[config.mk]
export PLATFORM = sky130hd
export DESIGN_NAME = fx_unit
export DESIGN_NICKNAME = d
export VERILOG_FILES = /design/src/logic/ppc_pkg.sv /design/src/logic/fx_unit.sv
export SDC_FILE = /design/constraint.sdc
export NUM_CORES = 1
export LEC_CHECK = 0
export ABC_AREA = 0
export BUFFER_PORTS_ARGS = -buffer_cell sky130_fd_sc_hd__buf_2
export CORE_ASPECT_RATIO = 1.75
export CORE_MARGIN = 2
export CORE_UTILIZATION = 31
export CTS_CLUSTER_SIZE = 14
export DETAILED_ROUTE_END_ITERATION = 8
export MAX_ROUTING_LAYER = met4
export PLACE_DENSITY = 0.52
export SYNTH_ARGS = -nofsm -noshare
export SYNTH_HDL_FRONTEND = slang
export SYNTH_SLANG_ARGS = --single-unit
[constraint.sdc]
create_clock -name clk -period 6.5 [get_ports clk]
set_input_delay 0.975 -clock clk [delete_from_list [all_inputs] [get_ports clk]]
set_output_delay 0.975 -clock clk [all_outputs]
set_load 0.02 [all_outputs]
[src/logic/ppc_pkg.sv]
`default_nettype none

package ppc_pkg;

    localparam int RS_ID_WIDTH = 6;

    // Big-endian bit numbering as in the PowerPC books
    typedef logic [0:31] word_t;
    typedef logic [0:4] reg_addr_t;
    typedef logic [0:RS_ID_WIDTH-1] rs_id_t;
    typedef logic [0:5] opcode_t;
    typedef logic [0:9] ext_opcode_t;

    // Primary opcodes
    localparam opcode_t OPC_ADDI = 6'd14;
    localparam opcode_t OPC_ORI = 6'd24;
    localparam opcode_t OPC_XORI = 6'd26;
    localparam opcode_t OPC_EXT = 6'd31;

    // Extended opcodes under primary opcode 31
    localparam ext_opcode_t XO_ADD = 10'd266;
    localparam ext_opcode_t XO_SUBF = 10'd40;
    localparam ext_opcode_t XO_AND = 10'd28;
    localparam ext_opcode_t XO_OR = 10'd444;
    localparam ext_opcode_t XO_XOR = 10'd316;

    typedef enum logic [1:0] {
        UNIT_NONE,
        UNIT_ADD_SUB,
        UNIT_LOG
    } unit_e;

    typedef enum logic [2:0] {
        OP_ADD,
        OP_SUBF,
        OP_AND,
        OP_OR,
        OP_XOR
    } fx_op_e;

    typedef struct packed {
        unit_e unit;
        fx_op_e op;
        reg_addr_t op1_addr;
        reg_addr_t op2_addr;
        reg_addr_t result_addr;
        logic op2_use_imm;
        logic op1_is_zero;
        word_t immediate;
    } decode_t;

    // rs_id names the producer while valid is low
    typedef struct packed {
        word_t value;
        logic valid;
        rs_id_t rs_id;
    } operand_t;

    typedef struct packed {
        logic valid;
        rs_id_t rs_id;
        reg_addr_t result_addr;
        word_t value;
    } result_bus_t;

    typedef struct packed {
        rs_id_t rs_id;
        reg_addr_t result_addr;
        word_t value;
    } unit_result_t;

endpackage

`default_nettype wire

[src/logic/fx_unit.sv]
`timescale 1ns/1ps
`default_nettype none

module fx_unit
    import ppc_pkg::*;
#(
    parameter int RS_DEPTH = 8,
    parameter int RS_OFFSET = 0,
    parameter unit_e UNIT = UNIT_ADD_SUB
) (
    input wire logic clk,
    input wire logic rst_n,

    input wire logic issue_valid,
    output logic unit_ready,
    output rs_id_t free_id,
    input wire fx_op_e op,
    input wire reg_addr_t result_addr,
    input wire operand_t op1,
    input wire operand_t op2,

    input wire result_bus_t snoop,

    output logic out_valid,
    input wire logic out_ready,
    output unit_result_t out
);

    localparam int IDX_W = (RS_DEPTH > 1) ? $clog2(RS_DEPTH) : 1;
    typedef logic [IDX_W-1:0] idx_t;

    logic [RS_DEPTH-1:0] busy;
    fx_op_e op_q [RS_DEPTH];
    reg_addr_t addr_q [RS_DEPTH];
    operand_t op1_q [RS_DEPTH];
    operand_t op2_q [RS_DEPTH];

    idx_t free_idx;
    idx_t sel_idx;
    logic any_ready;
    logic alloc;
    logic issue;
    logic held;
    operand_t op1_in;
    operand_t op2_in;
    word_t opa;
    word_t opb;
    fx_op_e sel_op;
    word_t res;

    function automatic operand_t capture(operand_t o, result_bus_t bus);
        operand_t r;
        r = o;
        if (!o.valid && bus.valid && bus.rs_id == o.rs_id) begin
            r.value = bus.value;
            r.valid = 1'b1;
        end
        return r;
    endfunction

    // Result still waiting in the output register keeps its rs_id taken
    assign held = out_valid & ~out_ready;

    // Lowest free station
    always_comb begin
        free_idx = '0;
        unit_ready = 1'b0;
        for (int i = RS_DEPTH - 1; i >= 0; i--) begin
            if (!busy[i] && !(held && int'(out.rs_id) == RS_OFFSET + i)) begin
                free_idx = idx_t'(i);
                unit_ready = 1'b1;
            end
        end
    end

    // Lowest station with both operands present
    always_comb begin
        sel_idx = '0;
        any_ready = 1'b0;
        for (int i = RS_DEPTH - 1; i >= 0; i--) begin
            if (busy[i] && op1_q[i].valid && op2_q[i].valid) begin
                sel_idx = idx_t'(i);
                any_ready = 1'b1;
            end
        end
    end

    assign free_id = rs_id_t'(RS_OFFSET + int'(free_idx));
    assign alloc = issue_valid & unit_ready;
    assign issue = any_ready & (~out_valid | out_ready);
    assign op1_in = capture(op1, snoop);
    assign op2_in = capture(op2, snoop);

    always_ff @(posedge clk or negedge rst_n) begin
        if (!rst_n) begin
            busy <= '0;
        end else begin
            if (issue) begin
                busy[sel_idx] <= 1'b0;
            end
            if (alloc) begin
                busy[free_idx] <= 1'b1;
            end
        end
    end

    always_ff @(posedge clk) begin
        for (int i = 0; i < RS_DEPTH; i++) begin
            op1_q[i] <= capture(op1_q[i], snoop);
            op2_q[i] <= capture(op2_q[i], snoop);
        end
        if (alloc) begin
            op_q[free_idx] <= op;
            addr_q[free_idx] <= result_addr;
            op1_q[free_idx] <= op1_in;
            op2_q[free_idx] <= op2_in;
        end
    end

    assign opa = op1_q[sel_idx].value;
    assign opb = op2_q[sel_idx].value;
    assign sel_op = op_q[sel_idx];

    if (UNIT == UNIT_ADD_SUB) begin : g_add_sub
        // subf computes RB - RA
        always_comb begin
            res = (sel_op == OP_SUBF) ? opb - opa : opa + opb;
        end
    end else begin : g_log
        always_comb begin
            case (sel_op)
                OP_OR: res = opa | opb;
                OP_XOR: res = opa ^ opb;
                default: res = opa & opb;
            endcase
        end
    end

    always_ff @(posedge clk or negedge rst_n) begin
        if (!rst_n) begin
            out_valid <= 1'b0;
        end else if (!out_valid || out_ready) begin
            out_valid <= issue;
        end
    end

    always_ff @(posedge clk) begin
        if (issue) begin
            out.rs_id <= rs_id_t'(RS_OFFSET + int'(sel_idx));
            out.result_addr <= addr_q[sel_idx];
            out.value <= res;
        end
    end

endmodule

`default_nettype wire

==> tab_implementation.tex, run 1 <==
\begin{tabular}{lr}
\hline
Metric & Value \\
\hline
\multicolumn{2}{l}{\textbf{Synth}} \\
Synth top area share & about 58\% \\
Portion of netlist area occupied by mux cells & between 10\% and 20\% \\
Main combinational cell family by area after synthesis & multiplexers \\
Seq cells post-synth & around 740 \\
Dominant synthesized flop cell & edfxtp\_1 \\
Post-Syn Instances & approximately 2,900 \\
Compound-gate portion of the synthesized area & 9.510\% \\
Yosys warning count & 0 \\
Fraction of the mapped netlist area in simple logic gates & between 7 and 8\% \\
Synthesized-area fraction occupied by xor and xnor cells & $\sim$3.9\% \\
Fraction of synthesis flops using an asynchronous set or reset pin & approximately 1.2\% \\
Number of flops mapped to enable cells by yosys & roughly 730 \\
Adder-cell area share of the yosys netlist & $\sim$1.1\% \\
Post-synthesis cell type with the largest combined area & edfxtp\_1 \\
Mean instance size in the synthesized netlist & $\sim$13 um2 \\
Register area share after synthesis & around three fifths \\
Dominant cells by area after synthesis & edfxtp\_1 58\%, mux2\_2 15\%, nand2\_1 4.1\%, a21oi\_1 3.9\%, xnor2\_1 2.2\% \\
Netlist cell types & between 70 and 80 \\
Post-synthesis cell area & between 30,000 and 40,000 um2 \\
\multicolumn{2}{l}{\textbf{Clocking}} \\
CTS tree & done \\
Number of sinks handled by clock tree synthesis & around 740 \\
H-tree lvl count & 3 \\
Source-to-sink clock delay at the later pin of the worst-skew pair & between 600 and 700 ps \\
Clk buf depth & 3 \\
Total CTS buffers & 73 \\
Cell at the root of the clock tree & clkbuf\_16 \\
Clk slew on worst S/H paths & approximately 60 ps \\
\multicolumn{2}{l}{\textbf{Pwr}} \\
Combinational share of power & 52.7\% \\
Pwr per Cell Area & between 500 and 600 nW/um2 \\
Leakage power of the design & 14.93 nW \\
P\_sw & 9.825 mW \\
Clock Power Share & around 18\% \\
Internal power & about 14 mW \\
Part of the total power dissipated in sequential elements & approximately 30\% \\
Peak supply drop & about 0.00049 V \\
Share of total power consumed by net switching & between 40\% and 50\% \\
\multicolumn{2}{l}{\textbf{Cells and area}} \\
Count of placed standard cells in the final layout, fillers left out & between 4,000 and 5,000 \\
Seq. cell area & approximately 22,000 um2 \\
Commonest non-fill, non-tap cell in the layout & edfxtp\_1 \\
Number of nets in the layout & approximately 3,300 \\
Utilization of the core after routing & 36.30\% \\
Synthesis-to-layout area growth & 16.11\% \\
Most used cells in the layout excluding fill and tap cells & 728 x edfxtp\_1, 502 x mux2\_2, 407 x nand2\_1 \\
Layout fillers & 11,761 \\
Fraction of final layout cells sized beyond drive strength 1 & roughly a third \\
Area used by multi-input combinational logic & roughly 15,000 um2 \\
\multicolumn{2}{l}{\textbf{Placement}} \\
Hpwl dp & slightly above 80,000 um \\
Routability congestion estimate & between 0.8 and 0.9 \\
Pre-CTS setup slack & -398.0 ps \\
Number of port buffers & around 170 \\
Dpl cells & $\sim$4,700 \\
\multicolumn{2}{l}{\textbf{Routing}} \\
DR iter-0 viols & about 1,800 \\
Average wire per cell in the routed design & roughly 26 um \\
Number of vias per cell after detailed routing & $\sim$5.2 \\
Antenna viol nets, final & 0 \\
Iteration count of the initial detailed-routing pass & 6 \\
Final routed DRC violation total & 0 \\
Final wirelength & approximately 130,000 um \\
Total number of vias & about 25,000 \\
\multicolumn{2}{l}{\textbf{Worst setup path}} \\
Setup slack on the worst flop-to-flop path & 240 ps \\
FF-to-FF End & out[30] \\
Buffers and inverters on the worst path & 5 \\
CP Capture Point & out[30] \\
CP Data Arrival Time & between 6000 and 7000 ps \\
Kind of end point of the critical path & flip-flop \\
Critical path origin & op2\_q[3][6] \\
Classification of the worst setup path & reg -> reg \\
Gate family responsible for the most delay along the worst path & compound AO/OA/AOI/OAI gates \\
Data required time at the worst endpoint & slightly below 7000 ps \\
Dominant cell type by count on the critical path & buf\_4 \\
Largest fanout of any net on the critical path & 17 \\
Depth of the most critical reg-to-reg path & 26 \\
Startpoint Class & flip-flop \\
Slowest cell delay on critical path & $\sim$430 ps \\
Slowest cell on crit path & or2\_4 \\
Crit path depth & 26 \\
Launching point of the worst reg2reg path & op2\_q[3][6] \\
\multicolumn{2}{l}{\textbf{GRT}} \\
First-pass GRT wire length & roughly 180,000 um \\
Initial antenna violation count & 31 \\
Total global routing track utilization & 20.84\% \\
Vias in the first global route & about 26,000 \\
Largest net degree at the start of global routing & a little under 80 \\
GRT overflow & 0 \\
\multicolumn{2}{l}{\textbf{Timing}} \\
RSZ-0062 raised after global routing & no \\
Achievable frequency & 0.1597 GHz \\
Final Setup Violations & 0 \\
Worst slew pin tran & 1201 ps \\
Final count of pins violating max slew & 0 \\
Final number of hold-violating endpoints & 0 \\
Clock period minus final worst setup slack & roughly 6300 ps \\
Remaining max-slew budget at the tightest pin & about a fifth \\
Hold Slack & roughly 160 ps \\
Final worst-path cycle share & a little over nine tenths \\
Final setup slack of the worst path & around 240 ps \\
Post-route clock skew & $\sim$24 ps \\
\multicolumn{2}{l}{\textbf{Die}} \\
IO Count & $\sim$190 \\
Floorplan row count & 168 \\
Core footprint & roughly 120,000 um2 \\
Area enclosed by the die boundary & 124,000 um2 \\
Effective utilization at floorplan & between 30\% and 40\% \\
Die extent in y & approximately 460 um \\
Horizontal die dimension & $\sim$270 um \\
\multicolumn{2}{l}{\textbf{Hold path}} \\
Class of the tightest hold or removal check & in -> async \\
\multicolumn{2}{l}{\textbf{Outcome}} \\
Run status & finished clean \\
\multicolumn{2}{l}{\textbf{Run}} \\
Number of max-cap violations & 0 \\
\hline
\end{tabular}
[cells by family (layout without fill, tap and decap cells)]
family                     Yosys count  in the layout
xor gates and xnor gates           168            168
AOI/OAI and AO/OA                  579            579
and+or+nand+nor                    642            642
other                                1             30
DFF                                737            737
adders and majority gates           33             33
buffers and inverters              247            500
muxes                              537            537
[worst min-delay path by stage]
| stage | startpoint | to | slack, ps | cells past startpoint |
|---|---|---|---|---|
| final | rst_n | busy[1] | 160 | 1 |
| after global routing | rst_n | busy[1] | 150 | 1 |
| after CTS | rst_n | busy[1] | 120 | 1 |
| after detailed placement | busy[5] | busy[5] | 550 | 2 |
| after global placement | busy[5] | busy[5] | 540 | 2 |
| after floorplan | busy[5] | busy[5] | 510 | 2 |
[per-stage QoR]
step,instance area (um2),setup TNS [ps],power (mW)
detailed placement,41110,-2023,19.67
CTS,43400,0,23.96
global route,43560,0,25.25
finish,43570,0,23.94
global placement,41110,-2484,19.62
floorplan,37540,0,14.43
[registers in the layout (all words and copies together), names as in the netlist]
name	flops
op1_q	312
op_q	24
out_valid	1
op2_q	312
addr_q	40
out	40
busy	8
[synth_stat cells, types with 31 or more instances]
cell,number
nand2_1,407
o211ai_1,78
ha_1,32
o21ai_0,101
xor2_1,74
mux2_1,31
a21oi_1,289
clkbuf_1,157
xnor2_1,94
mux2_2,502
nor2_1,45
nand3_1,34
edfxtp_1,728
or4_1,40
buf_1,38
[area by class of cell]
cell class                 count  share of cell area, %
clock buffer                  87                  4.411
clock inverter                39                 0.7467
inverter                      17                 0.1579
antenna                       24                 0.1378
sequential                   737                  50.69
multi-input combinational   1965                  33.88
timing repair buffer         357                  5.336
tap                         1615                  4.638
[metal layers]
metal	vias up	global-route usage (%)	part of all wire [%]
li1	11481	-	-
met1	13032	23.83	39
met2	697	36.41	52
met3	166	3.263	5.3
met4	0	8.035	3.6
met5	-	-	0
[repair_timing]
action | in CTS | in global routing
setup buffers | 2 | 7
pin swaps | 1 | 8
hold buffers | 0 | 0
endpoints found under the setup margin | 8 | 8
resized for setup | 3 | 11
[power by group through the flow]
stage | registers [mW] | logic, mW | clock network (mW)
after floorplan | 7.34 | 7.09 | 0
after global placement | 7.20 | 12.4 | 0
after detailed placement | 7.21 | 12.5 | 0
after CTS | 7.12 | 12.5 | 4.29
after global routing | 7.20 | 13.6 | 4.44
final | 7.12 | 12.6 | 4.20
(Power assumes the default switching activity.)
==> run 2, diff against run 1 <==
--- a/config.mk
+++ b/config.mk
@@ -5,7 +5,7 @@
 export SDC_FILE = /design/constraint.sdc
 export NUM_CORES = 1
 export LEC_CHECK = 0
-export ABC_AREA = 0
+export ABC_AREA = 1
 export BUFFER_PORTS_ARGS = -buffer_cell sky130_fd_sc_hd__buf_2
 export CORE_ASPECT_RATIO = 1.75
 export CORE_MARGIN = 2
==> run 2 against run 1 <==
Net effect: setup slack gained 240 ps; critical path depth grew 5; worst hold slack better by 12 ps; non-clock buffer count is 94 lower; flip-flop and latch count is the same; synthesized cell count is 28% higher; utilization fell by 0.97 points; final cell count up 13%; sequential power shrank 1%; maximum frequency increased by 4.1%; power fell by 4.5%; die area decreased by 0.97%; critical path type unchanged.
==> tab_implementation.tex, run 2 <==
\begin{tabular}{lr}
\hline
Metric & Value \\
\hline
\multicolumn{2}{l}{\textbf{Synth}} \\
Netlist cell types & 56 (-25\%) \\
Yosys warning count & 0 (unchanged) \\
Dominant synthesized flop cell & edfxtp\_1 \\
Dominant cells by area after synthesis & edfxtp\_1 59\%, o21ai\_0 9.2\%, nand2\_1 7.3\%, nor2\_1 3.7\%, nand3\_1 2.8\% \\
Synth top area share & 58.84\% (+0.58 points) \\
Mean instance size in the synthesized netlist & 9.863 um2 (-23\%) \\
Fraction of synthesis flops using an asynchronous set or reset pin & 1.221\% (unchanged) \\
Seq cells post-synth & 737 (unchanged) \\
Post-Syn Instances & 3,767 (+28\%) \\
Cell with the most instances after synthesis & edfxtp\_1 \\
Number of flops mapped to enable cells by yosys & 728 (unchanged) \\
Post-synthesis cell type with the largest combined area & edfxtp\_1 \\
Synth cell count leaders & 728 x edfxtp\_1, 723 x nand2\_1, 684 x o21ai\_0 \\
Register area share after synthesis & 59.44\% (+0.59 points) \\
Post-synthesis cell area & 37,150 um2 (-0.99\%) \\
\multicolumn{2}{l}{\textbf{Timing}} \\
Final setup slack of the worst path & 482.9 ps (+244.6 ps) \\
Final Setup Violations & 0 (unchanged) \\
Final count of pins violating max slew & 0 (unchanged) \\
Post-route clock skew & 33.69 ps (+9.485 ps) \\
RSZ-0062 raised after global routing & no \\
Total negative slack & 0 ps (unchanged) \\
Remaining max-slew budget at the tightest pin & 17.59\% (-2.3 points) \\
Worst slew pin tran & 1236 ps (+34.62 ps) \\
Final worst-path cycle share & 92.57\% (-3.8 points) \\
Achievable frequency & 0.1662 GHz (+4.1\%) \\
Clock period minus final worst setup slack & 6017 ps (-244.6 ps) \\
Final number of hold-violating endpoints & 0 (unchanged) \\
Hold Slack & 177.2 ps (+12.39 ps) \\
\multicolumn{2}{l}{\textbf{Worst setup path}} \\
Launching point of the worst reg2reg path & op2\_q[1][6] \\
Largest fanout of any net on the critical path & 12 (-5) \\
Kind of end point of the critical path & flip-flop \\
Depth of the most critical reg-to-reg path & 31 (+19\%) \\
Dominant cell type by count on the critical path & nand2\_1 \\
Setup slack on the worst flop-to-flop path & 480 ps (+240 ps) \\
Slowest cell delay on critical path & 540 ps (+110 ps) \\
Slowest cell on crit path & nor4\_1 \\
CP Data Arrival Time & 6430 ps (-250 ps) \\
Startpoint Class & flip-flop \\
Data required time at the worst endpoint & 6910 ps (about the same) \\
FF-to-FF End & out[31] \\
Classification of the worst setup path & reg -> reg \\
\multicolumn{2}{l}{\textbf{GRT}} \\
Total global routing track utilization & 21.47\% (+0.63 points) \\
Initial antenna violation count & 13 (-58\%) \\
Largest net degree at the start of global routing & 97 (+24\%) \\
GRT overflow & 0 (unchanged) \\
Vias in the first global route & 27,796 (+8.2\%) \\
First-pass GRT wire length & 184,600 um (+1.6\%) \\
\multicolumn{2}{l}{\textbf{Routing}} \\
Number of vias per cell after detailed routing & 5.229 (-0.25\%) \\
Final wirelength & 129,400 um (+2.3\%) \\
Antenna viol nets, final & 0 (unchanged) \\
Final routed DRC violation total & 0 (unchanged) \\
Average wire per cell in the routed design & 23.70 um (-9.2\%) \\
Iteration count of the initial detailed-routing pass & 5 (-1) \\
Total number of vias & 28,533 (+12\%) \\
DR iter-0 viols & 1,983 (+8.8\%) \\
\multicolumn{2}{l}{\textbf{Die}} \\
Die extent in y & 462.0 um (-0.49\%) \\
Effective utilization at floorplan & 31.12\% (-0.15 points) \\
IO Count & 185 (unchanged) \\
Horizontal die dimension & 265.7 um (-0.49\%) \\
Core footprint & 119,400 um2 (-0.52\%) \\
Area enclosed by the die boundary & 122,700 um2 (-0.97\%) \\
Floorplan row count & 168 (unchanged) \\
\multicolumn{2}{l}{\textbf{Run}} \\
Number of max-cap violations & 0 (unchanged) \\
\multicolumn{2}{l}{\textbf{Pwr}} \\
Leakage power of the design & 16.08 nW (+7.7\%) \\
Pwr per Cell Area & 542.1 nW/um2 (-1.3\%) \\
Peak supply drop & 0.0002947 V (-40\%) \\
Total power & 22.87 mW (-4.5\%) \\
\multicolumn{2}{l}{\textbf{Cells and area}} \\
Largest regs & op1\_q (312), op2\_q (312) \\
Number of nets in the layout & 4,029 (+21\%) \\
Synthesis-to-layout area growth & 13.52\% \\
Fraction of final layout cells sized beyond drive strength 1 & 12.19\% (-20 points) \\
Most used cells in the layout excluding fill and tap cells & 728 x edfxtp\_1, 717 x nand2\_1, 683 x o21ai\_0 \\
Commonest non-fill, non-tap cell in the layout & edfxtp\_1 \\
Layout fillers & 12,029 (+2.3\%) \\
Count of placed standard cells in the final layout, fillers left out & 5,457 (+13\%) \\
\multicolumn{2}{l}{\textbf{Placement}} \\
Number of port buffers & 173 (unchanged) \\
Pre-CTS setup slack & 595.5 ps (+993.5 ps) \\
Hpwl dp & 82,150 um (+2.0\%) \\
Dpl cells & 5,317 (+14\%) \\
Routability congestion estimate & 0.9212 (+8.6\%) \\
\multicolumn{2}{l}{\textbf{Clocking}} \\
Cell at the root of the clock tree & clkbuf\_16 \\
CTS tree & done \\
H-tree lvl count & 3 (unchanged) \\
Post-CTS Repair Setup Buffers & 0 (-2) \\
Clk buf depth & 3 (unchanged) \\
Number of sinks handled by clock tree synthesis & 737 (unchanged) \\
Quantity of hold-fixing buffers added after cts & 0 (unchanged) \\
Clk slew on worst S/H paths & 70 ps (about the same) \\
Source-to-sink clock delay at the later pin of the worst-skew pair & 680 ps (about the same) \\
Total CTS buffers & 73 (unchanged) \\
Post-cts resize count & 0 (-3) \\
\multicolumn{2}{l}{\textbf{Outcome}} \\
Run status & finished clean \\
\multicolumn{2}{l}{\textbf{Hold path}} \\
Class of the tightest hold or removal check & in -> async \\
\hline
\end{tabular}
==> run 2: worst max-delay path by stage <==
stage / cells after the start / end / startpoint
final: 31 / out[31] / op2_q[1][6]
after global routing: 33 / out[31] / op2_q[1][6]
after floorplan: 6 / op2_q[1][10] / snoop[40]
after global placement: 28 / out[31] / op2_q[0][6]
after CTS: 33 / out[31] / op2_q[1][6]
after detailed placement: 33 / out[31] / op2_q[1][6]
==> run 2: cells by family (layout without fill, tap and decap cells) <==
| kind of cell | count (synthesis) | after routing | synth area share [%] |
|---|---|---|---|
| compound gates | 903 | 903 | 13.22 |
| xor+xnor | 77 | 77 | 1.815 |
| fa+ha+maj | 33 | 33 | 1.131 |
| buf+inv | 491 | 633 | 5.661 |
| flops | 737 | 737 | 59.44 |
| mux | 64 | 64 | 1.724 |
| other cells | 1 | 19 | 0.01009 |
| simple gates | 1461 | 1461 | 16.99 |
==> run 2: area by class of cell <==
cell class	count	area, um2	area share, %
Clock inverter	39	439.2	1.041
Antenna cell	13	32.53	0.07713
Clock buffer	88	1936	4.589
Sequential cell	737	22090	52.37
Inverter	243	922.1	2.186
Tap cell	1530	1914	4.539
Timing Repair Buffer	263	1617	3.833
Multi-Input combinational cell	2544	13230	31.37
==> run 2: per-layer routing <==
layer	vias up	global-route usage (%)	part of all wire, %
met5	-	-	0
met4	0	8.781	4.0
met1	13909	24.26	39
li1	13448	-	-
met3	260	3.034	5.7
met2	916	38.04	52
==> run 2: metrics by stage <==
step	instance area, um2	utilization, %
2_1_floorplan	37170	-
3_3_place_gp	39770	33.31
3_5_place_dp	39770	33.31
4_1_cts	42140	35.30
5_1_grt	42170	35.32
6_report	42180	35.33
==> run 2: worst max-delay path: cells and delay by family, from the launching register on <==
| kind | cells | cell delay, ps |
|---|---|---|
| adders and majority gates | 2 | 590 |
| and+or+nand+nor | 20 | 3510 |
| AOI/OAI and AO/OA | 4 | 500 |
| DFF | 1 | 460 |
| xor gates and xnor gates | 1 | 150 |
| buffers and inverters | 4 | 520 |
==> run 2: where the power goes <==
group	switching (mW)	total (mW)	internal, mW
Clock	1.92	4.37	2.45
Sequential	0.244	7.05	6.81
Combinational	8.18	11.4	3.27
Total	10.3	22.9	12.5
